File: src/logic/vrf_pkg.sv
package vrf_pkg;

  // Datapath widths
  localparam int unsigned ElenBits   = 64;
  localparam int unsigned ElenBytes  = ElenBits / 8;
  localparam int unsigned VaddrWidth = 12;
  localparam int unsigned VlWidth    = 10;

  // One requester per ALU operand queue
  localparam int unsigned NrReaders = 2;

  typedef logic [ElenBits-1:0]   elen_t;
  typedef logic [ElenBytes-1:0]  strb_t;
  typedef logic [VaddrWidth-1:0] vaddr_t;
  typedef logic [VlWidth-1:0]    vl_t;

  // A word holds 8, 4, 2 or 1 elements
  typedef enum logic [1:0] {
    EW8,
    EW16,
    EW32,
    EW64
  } vew_e;

  typedef enum logic {
    ALU_A,
    ALU_B
  } opqueue_e;

  typedef enum logic {
    IDLE,
    REQUESTING
  } req_state_e;

  // Read command for one requester
  typedef struct packed {
    vaddr_t addr;
    vl_t    vl;
    vew_e   eew;
  } operand_request_t;

  // Write request from a functional unit, addr is a word address
  typedef struct packed {
    vaddr_t addr;
    elen_t  wdata;
    strb_t  be;
  } result_t;

  // One bank access, addr is the row inside the bank
  typedef struct packed {
    vaddr_t   addr;
    logic     wen;
    elen_t    wdata;
    strb_t    be;
    opqueue_e opqueue;
  } vrf_req_t;

endpackage

File: src/logic/bank_arbiter.sv
`timescale 1ns/1ps

module bank_arbiter #(
  parameter int unsigned NrBanks = 4
) (
  input  logic                                         clk_i,
  input  logic                                         rst_ni,
  input  logic                                         alu_req_i,
  input  vrf_pkg::vrf_req_t                            alu_i,
  input  logic              [vrf_pkg::NrReaders-1:0]   rd_req_i,
  input  vrf_pkg::vrf_req_t [vrf_pkg::NrReaders-1:0]   rd_i,
  input  logic                                         ldu_req_i,
  input  vrf_pkg::vrf_req_t                            ldu_i,
  output logic                                         alu_gnt_o,
  output logic              [vrf_pkg::NrReaders-1:0]   rd_gnt_o,
  output logic                                         ldu_gnt_o,
  output logic                                         vrf_req_o,
  output vrf_pkg::vrf_req_t                            vrf_o
);

  localparam int unsigned BankBits = $clog2(NrBanks);
  localparam int unsigned RrWidth  = (vrf_pkg::NrReaders > 1) ? $clog2(vrf_pkg::NrReaders) : 1;

  logic [RrWidth-1:0] rr_q, rr_d;
  logic               rd_any;

  //////////////////////////////////////////////////
  // Priority and round robin
  //////////////////////////////////////////////////

  assign rd_any    = |rd_req_i;
  assign alu_gnt_o = alu_req_i;
  assign ldu_gnt_o = ldu_req_i && !alu_req_i && !rd_any;
  assign vrf_req_o = alu_req_i || rd_any || ldu_req_i;

  always_comb begin
    logic [RrWidth-1:0] idx;
    logic               found;
    rd_gnt_o = '0;
    rr_d     = rr_q;
    found    = 1'b0;
    idx      = '0;
    vrf_o    = ldu_i;
    if (alu_req_i) begin
      vrf_o = alu_i;
    end else begin
      // Search starts at the pointer and wraps around
      for (int i = 0; i < vrf_pkg::NrReaders; i++) begin
        idx = RrWidth'((int'(rr_q) + i) % vrf_pkg::NrReaders);
        if (!found && rd_req_i[idx]) begin
          found         = 1'b1;
          rd_gnt_o[idx] = 1'b1;
          vrf_o         = rd_i[idx];
          rr_d          = RrWidth'((int'(idx) + 1) % vrf_pkg::NrReaders);
        end
      end
    end
  end

  always_ff @(posedge clk_i or negedge rst_ni) begin
    if (!rst_ni) begin
      rr_q <= '0;
    end else begin
      rr_q <= rr_d;
    end
  end

  //////////////////////////////////////////////////
  // Checks
  //////////////////////////////////////////////////

  a_onehot_gnt : assert property (
    @(posedge clk_i) disable iff (!rst_ni) $onehot0({alu_gnt_o, rd_gnt_o, ldu_gnt_o})
  ) else $error("bank arbiter granted more than one master");

  // Payload builders must hand over a row, not a word address
  a_row_in_range : assert property (
    @(posedge clk_i) disable iff (!rst_ni)
    vrf_req_o |-> vrf_o.addr[vrf_pkg::VaddrWidth-1 -: BankBits] == '0
  ) else $error("bank access row is out of range");

endmodule

File: src/logic/element_counter.sv
`timescale 1ns/1ps

module element_counter #(
  parameter int unsigned NrBanks = 4
) (
  input  logic                      clk_i,
  input  logic                      rst_ni,
  input  logic                      load_i,
  input  vrf_pkg::operand_request_t cmd_i,
  input  logic                      step_i,
  output vrf_pkg::vaddr_t           addr_o,
  output logic                      done_o
);

  vrf_pkg::vaddr_t addr_q;
  vrf_pkg::vl_t    len_q;
  vrf_pkg::vew_e   vew_q;
  vrf_pkg::vl_t    elems_per_word;

  // The bank select bits of addr_o only work for these bank counts
  if (NrBanks < 2 || NrBanks > 8 || (NrBanks & (NrBanks - 1)) != 0) begin : gen_bank_check
    $error("NrBanks must be a power of two from 2 to 8");
  end

  assign elems_per_word = vrf_pkg::vl_t'(vrf_pkg::ElenBytes >> unsigned'(vew_q));
  assign addr_o         = addr_q;
  assign done_o         = step_i && (len_q <= elems_per_word);

  always_ff @(posedge clk_i or negedge rst_ni) begin
    if (!rst_ni) begin
      addr_q <= '0;
      len_q  <= '0;
      vew_q  <= vrf_pkg::EW64;
    end else if (load_i) begin
      addr_q <= cmd_i.addr;
      vew_q  <= cmd_i.eew;
      // An empty vector still reads one word
      len_q  <= (cmd_i.vl == '0) ? vrf_pkg::vl_t'(1) : cmd_i.vl;
    end else if (step_i) begin
      addr_q <= addr_q + 1'b1;
      len_q  <= (len_q > elems_per_word) ? len_q - elems_per_word : '0;
    end
  end

  // The requester must stop once the last word was granted
  a_no_step_when_empty : assert property (
    @(posedge clk_i) disable iff (!rst_ni) step_i |-> len_q != '0
  ) else $error("element_counter stepped with no elements left");

endmodule

File: src/logic/operand_request_stage.sv
`timescale 1ns/1ps

module operand_request_stage #(
  parameter int unsigned NrBanks = 4
) (
  input  logic                                                  clk_i,
  input  logic                                                  rst_ni,
  input  vrf_pkg::operand_request_t [vrf_pkg::NrReaders-1:0]    operand_request_i,
  input  logic                      [vrf_pkg::NrReaders-1:0]    operand_request_valid_i,
  output logic                      [vrf_pkg::NrReaders-1:0]    operand_request_ready_o,
  input  logic                      [vrf_pkg::NrReaders-1:0]    operand_queue_ready_i,
  output logic                      [vrf_pkg::NrReaders-1:0]    operand_issued_o,
  input  vrf_pkg::result_t                                      alu_result_i,
  input  logic                                                  alu_result_req_i,
  output logic                                                  alu_result_gnt_o,
  input  vrf_pkg::result_t                                      ldu_result_i,
  input  logic                                                  ldu_result_req_i,
  output logic                                                  ldu_result_gnt_o,
  output logic                                                  ldu_result_final_gnt_o,
  output logic                      [NrBanks-1:0]               vrf_req_o,
  output vrf_pkg::vrf_req_t         [NrBanks-1:0]               vrf_o
);

  localparam int unsigned BankBits = $clog2(NrBanks);

  // Reader side, indexed by reader then bank
  logic              [vrf_pkg::NrReaders-1:0][NrBanks-1:0] rd_bank_req;
  logic              [vrf_pkg::NrReaders-1:0][NrBanks-1:0] rd_bank_gnt;
  vrf_pkg::vrf_req_t [vrf_pkg::NrReaders-1:0]              rd_payload;

  // Bank side, indexed by bank then reader
  logic [NrBanks-1:0][vrf_pkg::NrReaders-1:0] bank_rd_req;
  logic [NrBanks-1:0][vrf_pkg::NrReaders-1:0] bank_rd_gnt;

  logic [NrBanks-1:0] alu_bank_req;
  logic [NrBanks-1:0] alu_bank_gnt;
  logic [NrBanks-1:0] ldu_bank_req;
  logic [NrBanks-1:0] ldu_bank_gnt;

  vrf_pkg::result_t  ldu_result;
  logic              ldu_req;
  logic              ldu_gnt;
  vrf_pkg::vrf_req_t alu_payload;
  vrf_pkg::vrf_req_t ldu_payload;

  //////////////////////////////////////////////////
  // Read requesters
  //////////////////////////////////////////////////

  for (genvar r = 0; r < vrf_pkg::NrReaders; r++) begin : gen_requesters
    operand_requester_fsm #(
      .NrBanks (NrBanks),
      .QueueId (vrf_pkg::opqueue_e'(1'(r)))
    ) i_requester (
      .clk_i         (clk_i),
      .rst_ni        (rst_ni),
      .cmd_i         (operand_request_i[r]),
      .cmd_valid_i   (operand_request_valid_i[r]),
      .cmd_ready_o   (operand_request_ready_o[r]),
      .queue_ready_i (operand_queue_ready_i[r]),
      .bank_gnt_i    (rd_bank_gnt[r]),
      .bank_req_o    (rd_bank_req[r]),
      .vrf_o         (rd_payload[r]),
      .issued_o      (operand_issued_o[r])
    );
  end

  //////////////////////////////////////////////////
  // Write-back ports
  //////////////////////////////////////////////////

  result_stream_reg i_ldu_stream_reg (
    .clk_i       (clk_i),
    .rst_ni      (rst_ni),
    .result_i    (ldu_result_i),
    .req_i       (ldu_result_req_i),
    .gnt_o       (ldu_result_gnt_o),
    .result_o    (ldu_result),
    .req_o       (ldu_req),
    .gnt_i       (ldu_gnt),
    .final_gnt_o (ldu_result_final_gnt_o)
  );

  assign alu_payload = '{
    addr    : alu_result_i.addr >> BankBits,
    wen     : 1'b1,
    wdata   : alu_result_i.wdata,
    be      : alu_result_i.be,
    opqueue : vrf_pkg::ALU_A
  };

  assign ldu_payload = '{
    addr    : ldu_result.addr >> BankBits,
    wen     : 1'b1,
    wdata   : ldu_result.wdata,
    be      : ldu_result.be,
    opqueue : vrf_pkg::ALU_A
  };

  assign alu_result_gnt_o = |alu_bank_gnt;
  assign ldu_gnt          = |ldu_bank_gnt;

  //////////////////////////////////////////////////
  // Bank arbiters
  //////////////////////////////////////////////////

  for (genvar b = 0; b < NrBanks; b++) begin : gen_banks
    assign alu_bank_req[b] = alu_result_req_i &&
                             (alu_result_i.addr[BankBits-1:0] == BankBits'(b));
    assign ldu_bank_req[b] = ldu_req && (ldu_result.addr[BankBits-1:0] == BankBits'(b));

    for (genvar r = 0; r < vrf_pkg::NrReaders; r++) begin : gen_transpose
      assign bank_rd_req[b][r] = rd_bank_req[r][b];
      assign rd_bank_gnt[r][b] = bank_rd_gnt[b][r];
    end

    bank_arbiter #(
      .NrBanks (NrBanks)
    ) i_bank_arbiter (
      .clk_i     (clk_i),
      .rst_ni    (rst_ni),
      .alu_req_i (alu_bank_req[b]),
      .alu_i     (alu_payload),
      .rd_req_i  (bank_rd_req[b]),
      .rd_i      (rd_payload),
      .ldu_req_i (ldu_bank_req[b]),
      .ldu_i     (ldu_payload),
      .alu_gnt_o (alu_bank_gnt[b]),
      .rd_gnt_o  (bank_rd_gnt[b]),
      .ldu_gnt_o (ldu_bank_gnt[b]),
      .vrf_req_o (vrf_req_o[b]),
      .vrf_o     (vrf_o[b])
    );
  end

endmodule

File: src/logic/operand_requester_fsm.sv
`timescale 1ns/1ps

module operand_requester_fsm #(
  parameter int unsigned       NrBanks = 4,
  parameter vrf_pkg::opqueue_e QueueId = vrf_pkg::ALU_A
) (
  input  logic                      clk_i,
  input  logic                      rst_ni,
  input  vrf_pkg::operand_request_t cmd_i,
  input  logic                      cmd_valid_i,
  output logic                      cmd_ready_o,
  input  logic                      queue_ready_i,
  input  logic [NrBanks-1:0]        bank_gnt_i,
  output logic [NrBanks-1:0]        bank_req_o,
  output vrf_pkg::vrf_req_t         vrf_o,
  output logic                      issued_o
);

  localparam int unsigned BankBits = $clog2(NrBanks);

  vrf_pkg::req_state_e state_q, state_d;
  vrf_pkg::vaddr_t     addr;
  logic [BankBits-1:0] bank;
  logic                active;
  logic                granted;
  logic                done;
  logic                accept;

  element_counter #(
    .NrBanks (NrBanks)
  ) i_element_counter (
    .clk_i  (clk_i),
    .rst_ni (rst_ni),
    .load_i (accept),
    .cmd_i  (cmd_i),
    .step_i (granted),
    .addr_o (addr),
    .done_o (done)
  );

  // Low address bits pick the bank
  assign bank   = addr[BankBits-1:0];
  assign active = (state_q == vrf_pkg::REQUESTING) && queue_ready_i;

  always_comb begin
    bank_req_o = '0;
    if (active) begin
      bank_req_o[bank] = 1'b1;
    end
  end

  assign granted  = |bank_gnt_i;
  assign issued_o = granted;

  // Take a new command when idle or right on the last grant
  assign accept      = cmd_valid_i && (state_q == vrf_pkg::IDLE || (granted && done));
  assign cmd_ready_o = accept;

  assign vrf_o = '{
    addr    : addr >> BankBits,
    wen     : 1'b0,
    wdata   : '0,
    be      : '0,
    opqueue : QueueId
  };

  always_comb begin
    state_d = state_q;
    if (accept) begin
      // A zero vl is acknowledged without any reads
      state_d = (cmd_i.vl != '0) ? vrf_pkg::REQUESTING : vrf_pkg::IDLE;
    end else if (granted && done) begin
      state_d = vrf_pkg::IDLE;
    end
  end

  always_ff @(posedge clk_i or negedge rst_ni) begin
    if (!rst_ni) begin
      state_q <= vrf_pkg::IDLE;
    end else begin
      state_q <= state_d;
    end
  end

  // Bank arbiters only grant a reader that is requesting
  a_no_issue_in_idle : assert property (
    @(posedge clk_i) disable iff (!rst_ni) issued_o |-> state_q == vrf_pkg::REQUESTING
  ) else $error("operand issued while requester is idle");

endmodule

File: src/logic/result_stream_reg.sv
`timescale 1ns/1ps

module result_stream_reg (
  input  logic             clk_i,
  input  logic             rst_ni,
  input  vrf_pkg::result_t result_i,
  input  logic             req_i,
  output logic             gnt_o,
  output vrf_pkg::result_t result_o,
  output logic             req_o,
  input  logic             gnt_i,
  output logic             final_gnt_o
);

  logic             valid_q;
  vrf_pkg::result_t data_q;

  // Accept when empty or when the entry leaves this cycle, never in reset
  assign gnt_o    = rst_ni && (!valid_q || gnt_i);
  assign req_o    = valid_q;
  assign result_o = data_q;

  always_ff @(posedge clk_i or negedge rst_ni) begin
    if (!rst_ni) begin
      valid_q     <= 1'b0;
      final_gnt_o <= 1'b0;
    end else begin
      if (req_i && gnt_o) begin
        valid_q <= 1'b1;
      end else if (gnt_i) begin
        valid_q <= 1'b0;
      end
      // Final grant follows the actual VRF write by one cycle
      final_gnt_o <= gnt_i && valid_q;
    end
  end

  always_ff @(posedge clk_i) begin
    if (req_i && gnt_o) begin
      data_q <= result_i;
    end
  end

  a_hold_while_waiting : assert property (
    @(posedge clk_i) disable iff (!rst_ni)
    req_o && !gnt_i |=> req_o && $stable(result_o)
  ) else $error("load result changed while waiting for the VRF");

endmodule

File: config.mk
export PLATFORM = sky130hd
export DESIGN_NAME = operand_request_stage
export DESIGN_NICKNAME = d
export VERILOG_FILES = /design/src/logic/vrf_pkg.sv /design/src/logic/bank_arbiter.sv /design/src/logic/element_counter.sv /design/src/logic/operand_request_stage.sv /design/src/logic/operand_requester_fsm.sv /design/src/logic/result_stream_reg.sv
export SDC_FILE = /design/constraint.sdc
export NUM_CORES = 1
export LEC_CHECK = 0
export BUFFER_PORTS_ARGS = -buffer_cell sky130_fd_sc_hd__buf_4
export CORE_AREA = 2 2 225 227
export CTS_BUF_LIST = sky130_fd_sc_hd__clkbuf_4 sky130_fd_sc_hd__clkbuf_8
export DETAILED_ROUTE_END_ITERATION = 6
export DIE_AREA = 0 0 227 229
export GPL_ROUTABILITY_DRIVEN = 1
export PLACE_DENSITY = 0.51
export SYNTH_ARGS = -nofsm -noshare
export SYNTH_HDL_FRONTEND = slang
export SYNTH_SLANG_ARGS = --single-unit
File: constraint.sdc
create_clock -name clk_i -period 5.83 [get_ports clk_i]
set_clock_uncertainty 0.15 [all_clocks]
set_input_delay 0.2915 -clock clk_i [delete_from_list [all_inputs] [get_ports clk_i]]
set_output_delay 0.2915 -clock clk_i [all_outputs]
set_load 0.005 [all_outputs]
Yosys cells after proc, flatten, opt, wreduce, memory -nomap -nowiden
Index checks and enable logic that the tools add are counted.

storage, ports and cells
  register bits after elaboration = 140
  bits of input ports = 224
  output and inout bits = 355
  logic and storage cells = 281

operators by class
  add/sub/neg operators = 12
  $lt $le $gt $ge = 24
  eq/ne operators = 6
  shifts and indexed selects = 2
  mux-type cells = 118
  bitwise gates (word level) = 10
  reductions and logical operators = 92

operators with widths
  kind                                                                   count
  86-bit two-way mux                                                     20
  84-bit two-way mux                                                     8
  10-bit two-way mux                                                     8
  1-bit two-way mux                                                      50
  12-bit two-way mux                                                     4
  1-bit logical AND                                                      41
  2-bit two-way mux                                                      16
  12-bit by 1-bit adder with 12-bit output (second input constant)       2
  10-bit > comparator                                                    2
  10-bit less-or-equal comparator                                        2
  10-bit logical NOT                                                     2
  10-bit nonzero test                                                    2
  4-bit by 2-bit right shift with 10-bit output (first input constant)   2
  10-bit subtractor                                                      2
  2-bit nonzero test                                                     9
  1-bit by 2-bit < comparator with 1-bit output (second input constant)  8
  4-bit OR reduction                                                     4
  1-bit logical NOT                                                      13
  1-bit logical OR                                                       11
  1-bit adder (second input constant)                                    8
  1-bit demux with 1-bit select                                          8
  2-bit equality test (second input constant)                            4
  1-bit >= comparator (second input constant)                            8
  4-bit two-way mux                                                      2
  9 further kinds                                                        28

Longest topological paths before layout
Gate-level depths: netlist of the first run.

  depth in word-level cells = 19
  mapped depth = 12
  gate-level depth less buffers = 11

Cells and area by module
A second synthesis of the first run with hierarchy kept.

unflattened totals
  cells, all modules = 2643
  area, all modules = 20179.4 um^2

modules (own cells, without submodules)
  module                                                  times used  cells an instance  area an instance (um^2)  seq. area each (um^2)
  bank_arbiter                                            4           509                3305.7                   25.0
  element_counter                                         2           158                1437.6                   603.1
  result_stream_reg                                       1           92                 2623.8                   2572.5
  operand_requester_fsm at gen_requesters[1].i_requester  1           94                 688.2                    25.0
  operand_requester_fsm at gen_requesters[0].i_requester  1           93                 684.4                    25.0
  operand_request_stage                                   1           12                 85.1                     0.0

Least setup slack after synthesis of the first run
No wires, ideal clock.

  path type = register to register
  from = reg gen_requesters[1].i_requester.i_element_counter.addr_q[0]
  to = reg i_ldu_stream_reg.data_q, in the netlist i_ldu_stream_reg.result_o[0], enable pin
  library setup time = 536 ps
  data arrival time = 5504 ps
  required time = 5144 ps
  path slack = -360 ps
  cell stages (with the launch flop) = 11
  buffers on the path = 2
  clock period less this slack = 6190 ps
  path through = dfrtp_1 -> inv_1 -> ha_1 -> and3_4 -> buf_6 -> nand2b_1 -> clkbuf_1 -> nor3_1 -> a311oi_1 -> o21ai_0 -> nor2b_1

between the ends
  cells in the longest elaborated chain, start to end = 12
  elaborated cells on any way between the ends = 22
  classes of those cells = 2 x order compare; 3 x mux; 17 x reduce/logical

RTL lines
  what                                                                                                                                          RTL line                      source
  from (decl)                                                                                                                                   element_counter.sv:15         vrf_pkg::vaddr_t addr_q;
  from (signal assigned)                                                                                                                        element_counter.sv:35         addr_q <= cmd_i.addr;
  from (signal assigned)                                                                                                                        element_counter.sv:40         addr_q <= addr_q + 1'b1;
  2-bit by 3-bit < comparator with 1-bit output (not written as such) / 2-bit by 1-bit >= comparator with 1-bit output (equally long branches)  operand_requester_fsm.sv:48   bank_req_o[bank] = 1'b1;
  1-bit logical AND (not written as such)                                                                                                       operand_requester_fsm.sv:48
  1-bit two-way mux (not written as such)                                                                                                       operand_requester_fsm.sv:48
  1-bit demux with 2-bit select *                                                                                                               --
  4-bit two-way mux *                                                                                                                           operand_requester_fsm.sv:47   if (active) begin
  2-bit OR reduction                                                                                                                            bank_arbiter.sv:31            assign rd_any = |rd_req_i;
  1-bit logical NOT                                                                                                                             bank_arbiter.sv:33            assign ldu_gnt_o = ldu_req_i && !alu_req_i && !rd_any;
  1-bit logical AND                                                                                                                             bank_arbiter.sv:33
  4-bit OR reduction *                                                                                                                          operand_request_stage.sv:101  assign ldu_gnt = |ldu_bank_gnt;
  1-bit logical OR *                                                                                                                            result_stream_reg.sv:19       assign gnt_o = rst_ni && (!valid_q || gnt_i);
  1-bit logical AND *                                                                                                                           result_stream_reg.sv:19
  1-bit logical AND *                                                                                                                           result_stream_reg.sv:39       if (req_i && gnt_o) begin
  to (signal assigned)                                                                                                                          result_stream_reg.sv:40       data_q <= result_i;
  to (decl)                                                                                                                                     result_stream_reg.sv:16       vrf_pkg::result_t data_q;

Every way passes the cells marked *; elsewhere a longest branch is shown, timed or not.
A chain may end at the register's enable or synchronous reset.

Worst setup path after layout of the first run
  from = reg gen_requesters[0].i_requester.i_element_counter.vew_q[1]
  to = out operand_request_ready_o[0] (netlist name)

between the ends
  cells in the longest elaborated chain, start to end = 6

RTL lines
  what                                           RTL line                     source
  from (decl)                                    element_counter.sv:17        vrf_pkg::vew_e vew_q;
  from (signal assigned)                         element_counter.sv:33        vew_q <= vrf_pkg::EW64;
  from (signal assigned)                         element_counter.sv:36        vew_q <= cmd_i.eew;
  4-bit by 2-bit right shift with 10-bit output  element_counter.sv:25        assign elems_per_word = vrf_pkg::vl_t'(vrf_pkg::ElenBytes >> unsigned'(vew_q));
  10-bit less-or-equal comparator                element_counter.sv:27        assign done_o = step_i && (len_q <= elems_per_word);
  1-bit logical AND                              element_counter.sv:27
  1-bit logical AND                              operand_requester_fsm.sv:56  assign accept = cmd_valid_i && (state_q == vrf_pkg::IDLE || (granted && done));
  1-bit logical OR                               operand_requester_fsm.sv:56
  1-bit logical AND                              operand_requester_fsm.sv:56
  to (decl)                                      operand_request_stage.sv:10  output logic [vrf_pkg::NrReaders-1:0] operand_request_ready_o,

Every way passes these cells.

==> qor.csv, run 1 <==
stage,metric,value,unit
sta,slew_violations,0,
cts,path_clk_slew,0.09,ns
hold_path,hold_class,in -> reg,
hold_path,whs_path_depth,3,
sta,period_needed,4.477,ns
hold_path,min_from,operand_queue_ready_i[0],
synthesis,ys.flop_type,edfxtp_1,
routing,highest_layer,met5,
cells_and_area,area_growth,57.95,%
hold_path,min_to,gen_banks[2].i_bank_arbiter.rr_q,
cts,root_buffer,clkbuf_8,
synthesis,synth_area_leaders,"edfxtp_1 22%, nand2_1 21%, o21ai_0 13%",
synthesis,synthArstFlopShare,40.00,%
synthesis,synth_cell_type_count,74,
placement,hpwl,45600,um
routing,drt_iter0_drc,1219,
status,outcome,"complete, no violations",
sta,worst_slew_pin_slew,1.166,ns
cells_and_area,nNetsFinal,2564,
routing,routed_wl,65020,um
sta,setup_ws,1.353,ns
routing,post_drt_via_cell_ratio,5.126,
floorplan,die_x,227,um
placement,gp_congestion,0.9178,
floorplan,dieArea,51980,um^2
routing,drt-pass1-iter-count,6,
sta,finalCritPeriodShare,76.79,%
sta,setup_violations,0,
synthesis,avgSynthCellArea,6.763,um^2
cts,clk_latency,0.51,ns
cells_and_area,drive_above_1_share,28.14,%
setup_path,endpoint_kind,output pin,
routing,wl_per_cell,21.61,um
global_route,antenna_found_initial,3,
synthesis,synth_edf_count,84,
routing,postRouteAntennaNets,0,
routing,dr_wl_met3,5832,um
global_route,grt_pass1_vias,14690,
floorplan,rows,82,
synthesis,synth_top_area_share,21.92,%
cts,cts_setup_buffers,0,
setup_path,cp.arrival,4.04,ns
floorplan,start_util,23.18,%
placement,place_ws,1.926,ns
global_route,grt_max_degree,84,
global_route,track_usage,24.07,%
setup_path,rr_worst_depth,11,
setup_path,reg2reg_slack,1.90,ns
synthesis,yosysWarningCount,0,
cts,cts_buffers,17,
floorplan,core_area,49660,um^2
routing,met2_wirelength,29980,um
cts,cts_sinks,140,
global_route,grt_overflow_total,0,
synthesis,netlist_instances,1702,
synthesis,synth_top_area_cell,edfxtp_1,
routing,vias,15430,
floorplan,die_h,229,um
synthesis,synth.yosys.seq_area_share,34.13,%
setup_path,critPathKind,reg -> out,
floorplan,ioPinCount,579,
power,p_per_area,343.0,nW/um^2
power,ir_drop,185.9,uV
sta,grt_setup_unrepaired,no,
cts,cts_tree,yes,
power,leakage,8.013,nW
placement,io_buffers,570,
routing,met1_length,26700,um
cts,clockBufferDepth,2,
setup_path,cp-start-kind,flip-flop,
sta,finalHoldViolCount,0,
synthesis,syn_area,11510,um^2
sta,fin_setup_tns,0,ns
setup_path,worstPathRequired,5.39,ns
synthesis,synth_most_common_cell,nand2_1,
cts,htreeDepth,4,
global_route,grt_pass1_wl,94660,um
sta,max_slew_margin,22.30,%
routing,drc,0,
setup_path,worst-path-max-fanout,19,
synthesis,ys_ff_latch,140,
sta,max_freq,0.2234,GHz
synthesis,synthTopCellsByCount,"645 x nand2_1, 306 x o21ai_0, 109 x clkbuf_1",
flow_run,max_cap_violations,0,
## registers in the layout, indices dropped and copies added (netlist names)
signal and cells:
i_ldu_stream_reg.result_o 84, gen_requesters.i_requester.i_element_counter.addr_o 24, gen_requesters.i_requester.i_element_counter.len_q 20, gen_banks.i_bank_arbiter.rr_q 4, gen_requesters.i_requester.i_element_counter.vew_q 4, gen_requesters.i_requester.state_q 2, i_ldu_stream_reg.final_gnt_o 1, i_ldu_stream_reg.req_o 1
## critical path, stage by stage, from the launching register on
cell and delay, ns:
dfstp_2 0.56, and2_1 0.14, ha_1 0.16, inv_1 0.06, fa_1 0.43, a21o_1 0.20, a21boi_0 0.39, o21ai_1 0.24
o21ai_2 0.64, nand2_2 0.22, clkinv_2 0.30, buf_4 0.17
## metal layers
layer  track usage [%]  vias up
met5                 0        -
met4             10.40        2
met3             5.003      139
met2             38.69      865
met1             31.08     7355
li1                  -     7064
## final cells by class
class	instances	area, um^2
fill	5268	31480
multi-input combinational	1395	6927
timing repair buffer	750	6046
sequential	140	3929
tap	672	840.8
clock buffer	17	234.0
clock inverter	15	130.1
inverter	18	68.82
antenna	2	5.005
## worst max-delay path by stage
stage / slack (ns) / cells after the start / endpoint
CTS: 1.30 / 11 / operand_request_ready_o[0]
global route: 1.01 / 11 / operand_request_ready_o[0]
global placement: 1.95 / 11 / operand_request_ready_o[0]
floorplan: 1.25 / 10 / i_ldu_stream_reg.result_o[0]
detailed placement: 1.93 / 11 / operand_request_ready_o[0]
finish: 1.35 / 11 / operand_request_ready_o[0]
## where the power goes
group          switching, mW  internal (mW)
registers              0.331           1.29
logic                   2.12           1.70
clock network          0.486          0.308
total                   2.94           3.29
## per-stage QoR
step           cells  hold slack, ns  cell area [um^2]  power [mW]  util [%]
6_report        3009         0.08698             18180       6.236     36.61
5_1_grt         3008         0.07787             18180       6.650     36.61
4_1_cts         3007         0.01555             18170       6.240     36.60
3_5_place_dp    2814          0.3209             16200       5.327     32.62
3_3_place_gp    2814          0.3202             16200       5.312     32.62
2_1_floorplan   1709         -0.1541             11540       3.363         -
## cell usage in the layout, fill, tap and decap left out, drive strengths merged, types with 11 or more instances in the layout
cell type    synthesis  layout
inv                 17      24
xnor2               11      11
nand3               48      48
dlygate4sd3          0     161
xor2                15      15
buf                 47     589
and3                12      12
a21oi               34      34
dfrtp               52      52
mux2                11      11
o22ai               26      26
a221oi              11      11
o31ai               27      27
nor2                67      67
nand2              647     647
edfxtp              84      84
nor4                13      13
nor3                13      13
ha                  16      16
clkbuf             109      17
o21ai              330     330
## what timing repair did
item / in CTS / in global routing
hold buffers: 161 / 0
hold endpoints to repair: 187 / 0
setup endpoints to repair: 0 / 0
resized for setup: 0 / 0
## logic make-up (layout without fill, tap and decap cells)
| family | count (synthesis) | after routing | synth area share (%) |
|---|---|---|---|
| xor+xnor | 26 | 26 | 1.978 |
| other cells | 1 | 10 | 0.03258 |
| buf+inv | 174 | 800 | 6.512 |
| fa+ha+maj | 18 | 18 | 2.087 |
| mux | 11 | 11 | 1.076 |
| compound gates | 482 | 482 | 23.79 |
| simple gates | 850 | 850 | 30.39 |
| flops | 140 | 140 | 34.13 |
No activity file was read; power rests on OpenSTA's default activity.
==> inputs of run 2 (changes only) <==
--- a/config.mk
+++ b/config.mk
@@ -11,7 +11,7 @@
 export DETAILED_ROUTE_END_ITERATION = 6
 export DIE_AREA = 0 0 227 229
 export GPL_ROUTABILITY_DRIVEN = 1
-export PLACE_DENSITY = 0.51
+export PLACE_DENSITY = 0.49
 export SYNTH_ARGS = -nofsm -noshare
 export SYNTH_HDL_FRONTEND = slang
 export SYNTH_SLANG_ARGS = --single-unit
==> constraint.sdc (replaced) <==
create_clock -name clk_i -period 4.65 [get_ports clk_i]
set_clock_uncertainty 0.15 [all_clocks]
set_input_delay 0.2325 -clock clk_i [delete_from_list [all_inputs] [get_ports clk_i]]
set_output_delay 0.2325 -clock clk_i [all_outputs]
set_load 0.005 [all_outputs]
==> qor.csv, run 2 (synthesis results as in run 1) <==
stage,metric,value,unit,change
sta,finalHoldViolCount,0,,unchanged
cells_and_area,final_util,36.85,%,+0.24 points
sta,period_needed,4.233,ns,
cells_and_area,layout_commonest_cell,nand2_1,,
routing,routed_wl,65330,um,+0.48%
cts,cts_resized,0,,unchanged
cells_and_area,area_growth,58.98,%,
setup_path,critPathKind,reg -> out,,
cts,root_buffer,clkbuf_8,,
placement,place_ws,0.9654,ns,-0.9610 ns
cts,path_clk_slew,0.09,ns,about the same
routing,vias,15370,,-0.37%
power,ir_drop,416.9,uV,+120%
setup_path,cp-start-kind,flip-flop,,
routing,drt-pass1-iter-count,6,,unchanged
placement,dpl_cell_area,16230,um^2,+0.22%
cells_and_area,fin_area,18300,um^2,+0.65%
global_route,gr-usage-met1,30.79,%,-0.28 points
placement,placed_cells,2817,,+0.11%
cells_and_area,stdcell_count,3017,,+0.27%
setup_path,endpoint_kind,output pin,,
setup_path,path_buf_inv,3,,unchanged
flow_run,max_cap_violations,0,,unchanged
setup_path,worst-path-max-fanout,18,,-1
global_route,groute.layer.met2.usage,39.34,%,+0.65 points
sta,max_slew_margin,21.47,%,-0.83 points
floorplan,core_area,49660,um^2,unchanged
cts,clk_latency,0.51,ns,about the same
power,leakage,8.082,nW,+0.86%
setup_path,cp.arrival,3.85,ns,-0.19 ns
routing,drc,0,,unchanged
setup_path,critical_path_cell_count,11,,unchanged
setup_path,crit_chain,"and2_1, ha_1, inv_1, fa_1, a21o_1, a21oi_1, o21ai_1, o21ai_2, nand2_2, inv_2, buf_4",,
floorplan,start_util,23.18,%,unchanged
global_route,grt_overflow_total,0,,unchanged
sta,setup_violations,0,,unchanged
cells_and_area,layout_common_cells,"642 x nand2_1, 590 x buf_4, 306 x o21ai_0",,
sta,worst_slew_pin_slew,1.178,ns,+0.01244 ns
hold_path,hold_class,in -> async,,
sta,max_freq,0.2363,GHz,
cells_and_area,largest_reg_flops,84,,unchanged
global_route,grt_pass1_wl,94840,um,+0.19%
cts,cts_sinks,140,,unchanged
setup_path,worstPathRequired,4.27,ns,-1.12 ns
setup_path,crit_family,compound AO/OA/AOI/OAI gates,,
sta,fin_setup_tns,0,ns,unchanged
status,outcome,"complete, no violations",,
cts,cts_buffers,17,,unchanged
global_route,busiest_layer,met2,,
global_route,grt_pass1_vias,14770,,+0.56%
floorplan,ioPinCount,579,,unchanged
cts,cts_tree,yes,,
placement,io_buffers,570,,unchanged
cells_and_area,drive_above_1_share,28.17,%,+0.032 points
global_route,grt_max_degree,85,,+1.2%
sta,slew_violations,0,,unchanged
routing,drt_iter0_drc,1399,,+15%
placement,gp_congestion,0.8874,,-3.3%
routing,postRouteAntennaNets,0,,unchanged
placement,hpwl,46140,um,+1.2%
floorplan,die_x,227,um,unchanged
routing,wl_per_cell,21.66,um,+0.21%
global_route,track_usage,24.07,%,about the same
floorplan,dieArea,51980,um^2,unchanged
sta,grt_setup_unrepaired,no,,
floorplan,rows,82,,unchanged
cts,htreeDepth,4,,unchanged
sta,finalCritPeriodShare,91.02,%,
setup_path,rr_worst_depth,11,,unchanged
floorplan,die_h,229,um,unchanged
setup_path,cpPeakStageDelay,0.56,ns,-0.08 ns
global_route,antenna_found_initial,5,,+2
power,p_per_area,436.0,nW/um^2,+27%
setup_path,critPathSlowestCell,dfstp_2,,
sta,setup_ws,0.4174,ns,-0.9356 ns
global_route,met3_usage,5.260,%,+0.26 points
cts,clockBufferDepth,2,,unchanged
cells_and_area,nNetsFinal,2572,,+0.31%
routing,post_drt_via_cell_ratio,5.094,,-0.63%
## run 2: cell type report
class / count / area, um^2
Inverter: 18 / 68.82
Sequential cell: 140 / 3929
Clock buffer: 18 / 241.5
Antenna cell: 2 / 5.005
Fill cell: 5322 / 31360
Tap cell: 672 / 840.8
Clock inverter: 14 / 156.4
Timing Repair Buffer: 758 / 6131
Multi-Input combinational cell: 1395 / 6927
## run 2: layer usage
layer,wire (um),vias to the layer above
li1,-,7078
met1,27210,7374
met5,27,-
met3,5596,106
met4,2205,4
met2,30300,806
## run 2: where the power goes
part / switching (mW) / internal [mW]
registers: 0.440 / 1.61
logic: 2.66 / 2.18
clock network: 0.587 / 0.496
total: 3.69 / 4.29
## run 2: worst paths after layout
check | startpoint | to | slack [ns]
worst min register to register | flip-flop | flip-flop | 0.34
worst max register to register | flip-flop | flip-flop | 0.92
worst max-delay path | flip-flop | operand_request_ready_o[1] | 0.42
worst min-delay path | rst_ni | asynchronous set/reset pin | 0.07
max in group asynchronous | rst_ni | asynchronous set/reset pin | 3.46
min in group clk_i | operand_request_valid_i[0] | flip-flop | 0.07
## run 2: what timing repair did
item,4_1_cts,5_1_grt
buffers inserted,0,0
hold buffers,166,0
endpoints found under the hold margin,171,0
## run 2: stage by stage
step	hold slack, ns	power, mW
2_1_floorplan	-0.2131	4.216
3_3_place_gp	0.07901	6.697
3_5_place_dp	0.08550	6.710
4_1_cts	0.01397	7.984
5_1_grt	0.07662	8.511
6_report	0.06933	7.978
## run 2: worst reg2reg max path: cells and delay by family (launching register included)
kind	cells	cell delay, ns
AO/OA/AOI/OAI	6	1.61
buffers and inverters	2	0.64
AND/OR/NAND/NOR	1	0.13
flip-flops	1	0.56
adder cells (fa/ha/maj)	2	0.58
==> inputs of run 3 (changes only) <==
==> constraint.sdc (replaced) <==
create_clock -name clk_i -period 4.5 [get_ports clk_i]
set_clock_uncertainty 0.15 [all_clocks]
set_input_delay 0.225 -clock clk_i [delete_from_list [all_inputs] [get_ports clk_i]]
set_output_delay 0.225 -clock clk_i [all_outputs]
set_load 0.005 [all_outputs]
==> qor.csv, run 3 (synthesis results as in run 1) <==
stage,metric,value,unit,change
status,outcome,"complete, no violations",,
cts,clockBufferDepth,2,,unchanged
routing,drt_iter0_drc,1366,,-2.4%
cells_and_area,nNetsFinal,2579,,+0.27%
global_route,track_usage,24.30,%,+0.22 points
setup_path,cp.arrival,3.63,ns,-0.22 ns
cells_and_area,final_util,36.98,%,+0.13 points
power,ir_drop,193.4,uV,-54%
sta,setup_violations,0,,unchanged
routing,drc,0,,unchanged
global_route,grt_pass1_vias,14740,,-0.20%
setup_path,cpPeakStageDelay,0.56,ns,about the same
setup_path,crit_family,compound AO/OA/AOI/OAI gates,,
cells_and_area,multi_input_area,6927,um^2,unchanged
routing,post_drt_via_cell_ratio,5.138,,+0.87%
routing,drt-pass1-iter-count,5,,-1
sta,period_needed,4.005,ns,
power,p_comb_share,61.0,%,+0.3 points
power,clkPwrFrac,13.1,%,-0.5 points
power,leakage,8.102,nW,+0.24%
setup_path,crit_chain,"and2_1, ha_1, inv_1, fa_1, a21o_1, a21boi_0, o21ai_1, o21ai_2, buf_4, nand2_2, clkinv_2, buf_4",,
sta,whs,0.1391,ns,+0.06976 ns
sta,finalCritPeriodShare,89.00,%,
cells_and_area,regArea,3929,um^2,unchanged
placement,hpwl,46950,um,+1.8%
cts,cts_sinks,140,,unchanged
floorplan,start_util,23.18,%,unchanged
cts,root_buffer,clkbuf_8,,
routing,postRouteAntennaNets,0,,unchanged
hold_path,hold_class,in -> reg,,
setup_path,worst-path-max-fanout,19,,+1
sta,slew_violations,0,,unchanged
sta,max_freq,0.2497,GHz,
cells_and_area,largest_reg_flops,84,,unchanged
power,p_sw_share,46.62,%,+0.35 points
cells_and_area,fillers,5313,,-0.17%
global_route,grt_pass1_wl,95690,um,+0.90%
floorplan,die_x,227,um,unchanged
routing,routed_wl,65810,um,+0.72%
cells_and_area,layout_commonest_cell,nand2_1,,
floorplan,die_h,229,um,unchanged
cells_and_area,fin_area,18360,um^2,+0.35%
power,power_switching,3.821,mW,+3.5%
floorplan,ioPinCount,579,,unchanged
cts,path_clk_slew,0.10,ns,about the same
floorplan,dieArea,51980,um^2,unchanged
cts,cts_tree,yes,,
cells_and_area,area_growth,59.54,%,
placement,place_ws,1.005,ns,+0.04006 ns
placement,gp_congestion,0.8971,,+1.1%
setup_path,cp-start-kind,flip-flop,,
setup_path,worstPathRequired,4.12,ns,-0.15 ns
setup_path,cpMostUsedCell,buf_4,,
cells_and_area,layout_common_cells,"642 x nand2_1, 594 x buf_4, 306 x o21ai_0",,
global_route,grt_max_degree,96,,+13%
sta,finalHoldViolCount,0,,unchanged
power,seqPwrFrac,25.9,%,+0.2 points
sta,grt_setup_unrepaired,no,,
placement,dpl_cell_area,16280,um^2,+0.31%
cts,cts_buffers,17,,unchanged
cts,hold_buffers,168,,+1.2%
cts,htreeDepth,4,,unchanged
floorplan,rows,82,,unchanged
power,p_per_area,446.3,nW/um^2,+2.4%
routing,wl_per_cell,21.76,um,+0.49%
placement,io_buffers,570,,unchanged
cts,cts_setup_buffers,0,,unchanged
sta,max_slew_margin,22.84,%,+1.4 points
setup_path,critPathSlowestCell,dfstp_2,,
setup_path,critPathKind,reg -> out,,
sta,fin_setup_tns,0,ns,unchanged
cts,cts_resized,0,,unchanged
sta,worst_slew_pin_slew,1.157,ns,-0.02056 ns
global_route,grt_overflow_total,0,,unchanged
flow_run,max_cap_violations,0,,unchanged
floorplan,core_area,49660,um^2,unchanged
sta,setup_ws,0.4951,ns,+0.07775 ns
routing,vias,15540,,+1.1%
setup_path,endpoint_kind,output pin,,
cts,clk_latency,0.53,ns,+0.02 ns
setup_path,path_buf_inv,4,,+1
cells_and_area,drive_above_1_share,28.30,%,+0.13 points
power,p_int,4.375,mW,+2.1%
global_route,antenna_found_initial,3,,-2
==> run 3: changes by cell type in the layout (fill, tap and decap cells not counted) <==
cell           previous run  this run
clkinv_4                  1         6
buf_4                   590       594
inv_4                     3         0
clkinvlp_4                0         2
dlygate4sd3_1           166       168
buf_12                    2         3
bufinv_16                 2         1
clkbuf_4                  1         0
clkinv_2                  2         1
clkinv_8                  0         1
inv_6                     6         5
inv_8                     1         0
==> run 3: power by group through the flow <==
| stage | clock network, mW | logic (mW) | registers (mW) |
|---|---|---|---|
| detailed placement | 0 | 4.82 | 2.13 |
| CTS | 1.11 | 4.98 | 2.10 |
| global placement | 0 | 4.83 | 2.12 |
| global route | 1.15 | 5.40 | 2.17 |
| finish | 1.07 | 5.00 | 2.12 |
| floorplan | 0 | 2.48 | 1.88 |
==> run 3: final cells by class <==
type / count / share of cell area (%)
well taps: 672 / 4.579
clock inverters: 15 / 0.8585
clock buffers: 17 / 1.274
flip-flops and latches: 140 / 21.40
diodes: 2 / 0.02726
inverters: 18 / 0.3748
multi-input cells: 1395 / 37.72
repair buffers: 765 / 33.77
==> run 3: worst paths after layout <==
path	start	end	slack, ns	cells after the start
max	flip-flop	operand_request_ready_o[0]	0.50	12
max reg2reg	flip-flop	flip-flop	0.90	12
min	alu_result_i[72]	i_ldu_stream_reg.final_gnt_o	0.14	4
min in group asynchronous	rst_ni	gen_banks[0].i_bank_arbiter.rr_q	0.33	3
min reg2reg	flip-flop	flip-flop	0.35	2
max in group asynchronous	rst_ni	asynchronous set/reset pin	3.31	3
==> run 3: per-layer routing <==
layer	share of wire (%)	track usage, %	up-vias
met1	41	31.56	7376
met2	46	38.50	908
met4	3.8	9.865	2
met3	9.3	5.888	155
met5	0.027	0	-
li1	-	-	7097
==> run 3: worst min-delay path: cells and delay by family <==
family          cells  cell delay, ns
compound gates      1            0.19
simple gates        2            0.20
buf+inv             1            0.15
==> run 3: through the flow <==
stage / total power [mW] / instances
final: 8.196 / 3024
after global routing: 8.720 / 3023
after CTS: 8.200 / 3022
after floorplan: 4.356 / 1709
after detailed placement: 6.945 / 2822
after global placement: 6.951 / 2822
